### src/verif/program.hex
// One 16-bit instruction word per line, in hex, starting at ROM address 0
// Words below 8000 load A, words from E000 up are C-instructions
0007 // D = 7
EC10
0005 // A = 5, every ALU result goes to RAM[5]
E088 // M=D+A
E4C8 // M=D-A
E1C8 // M=A-D
E008 // M=D&A
E548 // M=D|A
EE88 // M=-1
E348 // M=!D
E3C8 // M=-D
E7C8 // M=D+1
EC88 // M=A-1
000A // Loop counter D = 10
EC10
0015
EA88 // Sum RAM[21] = 0
0015 // Loop start at 17
F088 // M=D+M
E390 // D=D-1
0011
E301 // D;JGT
001A
E301 // D is zero, not taken
0016
EFC8 // Marker RAM[22] = 1
001E
EE94 // D=-1;JLT, taken
0017
EA88 // Skipped marker RAM[23]
0018 // Jump lands here
E308 // RAM[24] = D
1234
EC10
0019
E308 // RAM[25] = 1234
FDC8 // M=M+1
4000 // First screen word
E348 // M=!D
FC10 // D=M
001A
E308 // RAM[26] = screen word
6000 // Keyboard
FC10
001B
E308 // RAM[27] = keyboard
002F
EA87 // 0;JMP at 47, A holds 47

### src/design/hackPkg.sv
package hackPkg;

    // Basic word and address types
    typedef logic [15:0] wordT;
    typedef logic [14:0] addrT;

    // Memory map sizes
    localparam int ramWords    = 16384;
    localparam int screenWords = 8192;
    localparam int romWords    = 32768;
    localparam int ramAddrW    = $clog2(ramWords);
    localparam int screenAddrW = $clog2(screenWords);

    localparam addrT screenBase = 15'h4000;  // First screen word
    localparam addrT kbdAddr    = 15'h6000;  // Keyboard word, read only

    localparam string romImage = "/design/src/verif/program.hex";

    // ALU control bits in instruction order
    typedef struct packed {
        logic zx;  // Zero x
        logic nx;  // Negate x
        logic zy;  // Zero y
        logic ny;  // Negate y
        logic f;   // Add when set, else and
        logic no;  // Negate result
    } aluCtrlT;

    typedef struct packed {
        logic a;
        logic d;
        logic m;   // Memory write
    } destT;

    typedef struct packed {
        logic lt;
        logic eq;
        logic gt;
    } jumpT;

    typedef struct packed {
        logic        op;     // Zero marks an A-instruction
        logic [14:0] value;  // Constant loaded into A
    } aInstrT;

    typedef struct packed {
        logic [2:0] prefix;   // Top bit set marks a C-instruction
        logic       aSel;     // M instead of A as ALU y input
        aluCtrlT    aluCtrl;
        destT       dest;
        jumpT       jump;
    } cInstrT;

    // One instruction word, two views
    typedef union packed {
        aInstrT a;
        cInstrT c;
    } instrT;

    typedef struct packed {
        logic write;
        addrT addr;
        wordT data;
    } memReqT;

endpackage

### src/design/hackAlu.sv
module hackAlu
    import hackPkg::*;
(
    input  wordT    x,
    input  wordT    y,
    input  aluCtrlT ctrl,
    output wordT    out,
    output logic    zr,
    output logic    ng
);

    wordT xZero;
    wordT xPre;
    wordT yZero;
    wordT yPre;
    wordT sum;
    wordT both;
    wordT result;

    // Input conditioning
    assign xZero = ctrl.zx ? '0 : x;
    assign xPre  = ctrl.nx ? ~xZero : xZero;
    assign yZero = ctrl.zy ? '0 : y;
    assign yPre  = ctrl.ny ? ~yZero : yZero;

    // Function select
    assign sum    = xPre + yPre;            // Wraps at 16 bits
    assign both   = xPre & yPre;
    assign result = ctrl.f ? sum : both;

    assign out = ctrl.no ? ~result : result;

    // Status flags for the jump decode
    assign zr = (out == '0);
    assign ng = out[15];                    // Two's complement sign

endmodule

### src/design/hackCpu.sv
module hackCpu
    import hackPkg::*;
(
    input  logic   clk,
    input  logic   arstN,
    input  instrT  instr,
    input  wordT   inM,
    output memReqT memReq,
    output addrT   pc
);

    wordT aReg;
    wordT dReg;
    wordT aNext;
    wordT aluY;
    wordT aluOut;
    logic zr;
    logic ng;
    logic isC;
    logic aLoad;
    logic dLoad;
    logic pos;
    logic jumpTaken;
    addrT pcNext;

    assign isC = instr.c.prefix[2];         // Same bit as instr.a.op

    // D is always the ALU x input
    assign aluY = instr.c.aSel ? inM : aReg;

    hackAlu alu_i (
        .x    (dReg),
        .y    (aluY),
        .ctrl (instr.c.aluCtrl),
        .out  (aluOut),
        .zr   (zr),
        .ng   (ng)
    );

    // Register loads
    assign aLoad = !isC || instr.c.dest.a;
    assign dLoad = isC && instr.c.dest.d;
    assign aNext = isC ? aluOut : {1'b0, instr.a.value};

    // Jump decode against the ALU flags
    assign pos       = !(zr || ng);
    assign jumpTaken = isC && ((instr.c.jump.lt && ng) ||
                               (instr.c.jump.eq && zr) ||
                               (instr.c.jump.gt && pos));
    assign pcNext    = jumpTaken ? aReg[14:0] : pc + 1'b1;

    always_ff @(posedge clk or negedge arstN) begin
        if (!arstN) begin
            aReg <= '0;
            dReg <= '0;
            pc   <= '0;
        end else begin
            if (aLoad) begin
                aReg <= aNext;
            end
            if (dLoad) begin
                dReg <= aluOut;
            end
            pc <= pcNext;
        end
    end

    // Memory address always comes from A
    assign memReq.write = isC && instr.c.dest.m;
    assign memReq.addr  = aReg[14:0];
    assign memReq.data  = aluOut;

    // A-instructions never reach memory
    aNoWrite: assert property (
        @(posedge clk) disable iff (!arstN)
        !instr.a.op |-> !memReq.write
    ) else $error("Memory write during A-instruction at pc %h", pc);

endmodule

### config.mk
export PLATFORM = sky130hd
export DESIGN_NAME = hackCpu
export DESIGN_NICKNAME = d
export VERILOG_FILES = /design/src/design/hackPkg.sv /design/src/design/hackAlu.sv /design/src/design/hackCpu.sv
export SDC_FILE = /design/constraint.sdc
export NUM_CORES = 1
export LEC_CHECK = 0
export BUFFER_PORTS_ARGS = -buffer_cell sky130_fd_sc_hd__buf_2
export CORE_ASPECT_RATIO = 0.9
export CORE_UTILIZATION = 50
export DETAILED_ROUTE_END_ITERATION = 10
export PLACE_DENSITY = 0.73
export SYNTH_ARGS = -nofsm -noshare
export SYNTH_HDL_FRONTEND = slang
export SYNTH_HIERARCHICAL = 1
export SYNTH_SLANG_ARGS = --single-unit
### constraint.sdc
create_clock -name clk -period 7.5 [get_ports clk]
set_input_delay 0.75 -clock clk [delete_from_list [all_inputs] [get_ports clk]]
set_output_delay 0.75 -clock clk [all_outputs]
set_load 0.02 [all_outputs]
==> metrics.txt <==
outcome completed; starting density of the core 0.5180; WP data required 7.69 ns; switching power total roughly 870 uW; DR WL/cell between 15 and 20 um; Fin Setup TNS 0 ns; Multi-input gate area 2983 um2; PnR worst setup slack 2.041 ns; DP Worst Slack around 1.8 ns; Port Buffers 80; 1st-pass router iterations 5; Filler Cells Inserted a little under 800; Initial DRC Count 250; first-pass GRT wire length between 15000 and 20000 um; cell area after layout 4846 um2; clock slew at reported path FFs ~0.090 ns; vias in the first global route between 3000 and 4000; core area approximately 8600 um2; Arr. time, crit path approximately 5.7 ns; Final Cycle Share 0.7279; WHS just over 0.5 ns; GRT Overall Usage 0.2599; cell taking the most area after synthesis dfrtp_1; Routed WL 11810 um; endpoints failing hold 0; Pwr Total 1.739 mW; number of synthesized flops with an enable pin 0; # DRC 0; DR vias/cell between 6 and 7; FF/Latch Area between 1000 and 1500 um2; multiplexer area fraction after synthesis 0.1355; root buffer cell clkbuf_8; compound-cell area share of the yosys netlist 0.1824; Avg Inst Size Synth 8.919 um2; Worst setup EP type register; antenna cells 0; global route hottest layer met2; I/O pin cnt 81; via count slightly below 4000; largest net degree at the start of global routing 48; sw frac 0.5009; post-synth top area share 0.2637; Crit Path Class in2reg; peak supply drop 0.1994 mV; Mapped Cells 500; combinational share of power 0.648; crit path max fanout 18; count leader, synth xnor2_1; Nets ~590; main combinational cell family by area after synthesis simple AND/OR/NAND/NOR gates; Post-synth ARST share 1.000; RePlAce Congestion between 0.9 and 1; CTS tree built; Yosys reg bits 47; Cell Area, Placed between 4000 and 5000 um2; Hold WC Path Type reg2reg; post-synthesis simple-gate area fraction 0.2006; sequential share of power 0.263; Internal Power about 870 uW; Post-CTS Resized 0; full die area just over 9000 um2; pwr/cell area roughly 360 nW/um2; Setup crit start kind primary input; initial antenna violation count 0; Slew Limit Fails 0; sequential share of the synthesized area 0.2637; Main synth FF type dfrtp_1; Die Ht between 90 and 100 um; Post-DRT Antenna Nets 0; Worst Skew roughly 0.010 ns; die width between 100 and 150 um; commonest cells in the netlist 49 x xnor2_1, 47 x dfrtp_1, 36 x nand2b_1; Pleak about 2 nW; global route overflow 0; CTS Hold Bufs 0; Syn Nets approximately 550; worst-margin pin slew ~1.1 ns; synthesized area around 4500 um2; met1 GRT Util 0.3807; clk sink count 47; Final Setup Violations 0; postcts setup bufs 0; met2 Use GR 0.4127; Yosys cell types a little over 70; Yosys Warn Count 6; RSZ-0062 raised after global routing no; CTS buffer count 5; Max Cap Viol 0; clk buf depth 2; Post-Synth Adder-Cell Area 0.05219; Post-Synth XOR/XNOR Area 0.09820; top area cells in the synthesized netlist dfrtp_1 26%, xnor2_1 9.6%, mux2_2 8.8%; Worst-Skew Late Latency around 0.31 ns; row cnt 32; Area growth, synth to finish 8.670%; layout cells sized above 1 0.2565; clock network power share 0.089; global-route met3 utilization 0.03541; htree depth 2; Max Clk Rate around 180 MHz; Max-slew headroom 0.2873; min cycle time layout between 5 and 6 ns; Post-DP HPWL approximately 9000 um
worst paths after layout:
check | cells past startpoint | start | to | slack (ns)
worst max-delay path | 17 | instr[12] | pc[3] | 2.04
worst min-delay path | 1 | dReg[4] | dReg[4] | 0.51
worst max register to register | 16 | aReg[0] | pc[3] | 2.42
worst min register to register | 1 | dReg[4] | dReg[4] | 0.51
max in group asynchronous | 1 | arstN | pc[3] | 6.21
min in group asynchronous | 1 | arstN | pc[10] | 0.63
layer usage:
| metal | up-vias | part of all wire |
|---|---|---|
| li1 | 1904 | - |
| met1 | 1879 | 0.47 |
| met2 | 168 | 0.46 |
| met5 | - | 0 |
| met4 | 0 | 0.013 |
| met3 | 17 | 0.059 |
per-stage QoR:
stage                     utilization  instances
after global routing           0.5629        661
after floorplan                     -        500
after detailed placement       0.5531        653
final                          0.5629        661
after CTS                      0.5629        661
after global placement         0.5531        653
final cells by class:
type / instances / share of cell area
Multi-Input combinational cell: 393 / 0.6155
Clock buffer: 6 / 0.01498
Inverter: 14 / 0.01084
Clock inverter: 2 / 0.002582
Tap cell: 119 / 0.03073
Sequential cell: 47 / 0.2427
Timing Repair Buffer: 80 / 0.08262
power by group through the flow:
stage / clock network, mW / logic [mW] / registers (mW)
3_3_place_gp: 0 / 1.09 / 0.455
5_1_grt: 0.168 / 1.23 / 0.473
6_report: 0.155 / 1.13 / 0.458
4_1_cts: 0.159 / 1.12 / 0.455
3_5_place_dp: 0 / 1.11 / 0.460
2_1_floorplan: 0 / 0.820 / 0.481
worst max-delay path, stage by stage:
cell and delay (ns):
buf_2 0.36, nand2_1 0.08, o21ai_0 0.09, nand2b_1 0.09, xnor2_1 0.13, ha_1 0.27
fa_1 0.46, a21o_2 0.24, a2111oi_2 0.41, a211oi_1 0.18, or4_1 0.54, nand3_1 0.13
nand4_1 0.12, a2111oi_2 0.49, or3b_1 0.44, a21o_1 0.49, mux2_2 0.40
cell usage in the layout, fill, tap and decap left out, types with 2 or more instances in the layout:
| cell | netlist | layout |
|---|---|---|
| a2111oi_2 | 2 | 2 |
| a211oi_1 | 15 | 15 |
| a21o_1 | 5 | 5 |
| a21oi_1 | 22 | 22 |
| a22oi_1 | 2 | 2 |
| a31oi_1 | 13 | 13 |
| and2_1 | 3 | 3 |
| and3_1 | 6 | 6 |
| buf_2 | 6 | 80 |
| clkbuf_8 | 0 | 5 |
| dfrtp_1 | 47 | 47 |
| ha_1 | 17 | 17 |
| inv_1 | 12 | 12 |
| mux2_2 | 35 | 35 |
| mux2i_1 | 21 | 21 |
| nand2_1 | 19 | 19 |
| nand2b_1 | 36 | 36 |
| nand3_1 | 14 | 14 |
| nand3b_1 | 2 | 2 |
| nand4_1 | 7 | 7 |
| nand4_2 | 2 | 2 |
| nor2_1 | 29 | 29 |
| nor3_1 | 6 | 6 |
| nor4_1 | 4 | 4 |
| o211ai_1 | 3 | 3 |
| o21a_1 | 4 | 4 |
| o21ai_0 | 10 | 10 |
| o21ai_1 | 3 | 3 |
| o22ai_1 | 2 | 2 |
| o311ai_0 | 2 | 2 |
| o31ai_1 | 5 | 5 |
| o41ai_1 | 4 | 4 |
| or3_1 | 7 | 7 |
| or4_1 | 12 | 12 |
| xnor2_1 | 49 | 49 |
logic make-up after synthesis:
| logic type | after synthesis |
|---|---|
| and+or+nand+nor | 158 |
| AOI/OAI and AO/OA | 111 |
| buffers and inverters | 60 |
| muxes | 56 |
| xor gates and xnor gates | 50 |
| DFF | 47 |
| adders and majority gates | 18 |
state kept, by name, summed over array words and instances (netlist names):
signal,flops
dReg,16
aReg,16
pc,15
No activity file was read; power rests on OpenSTA's default activity.
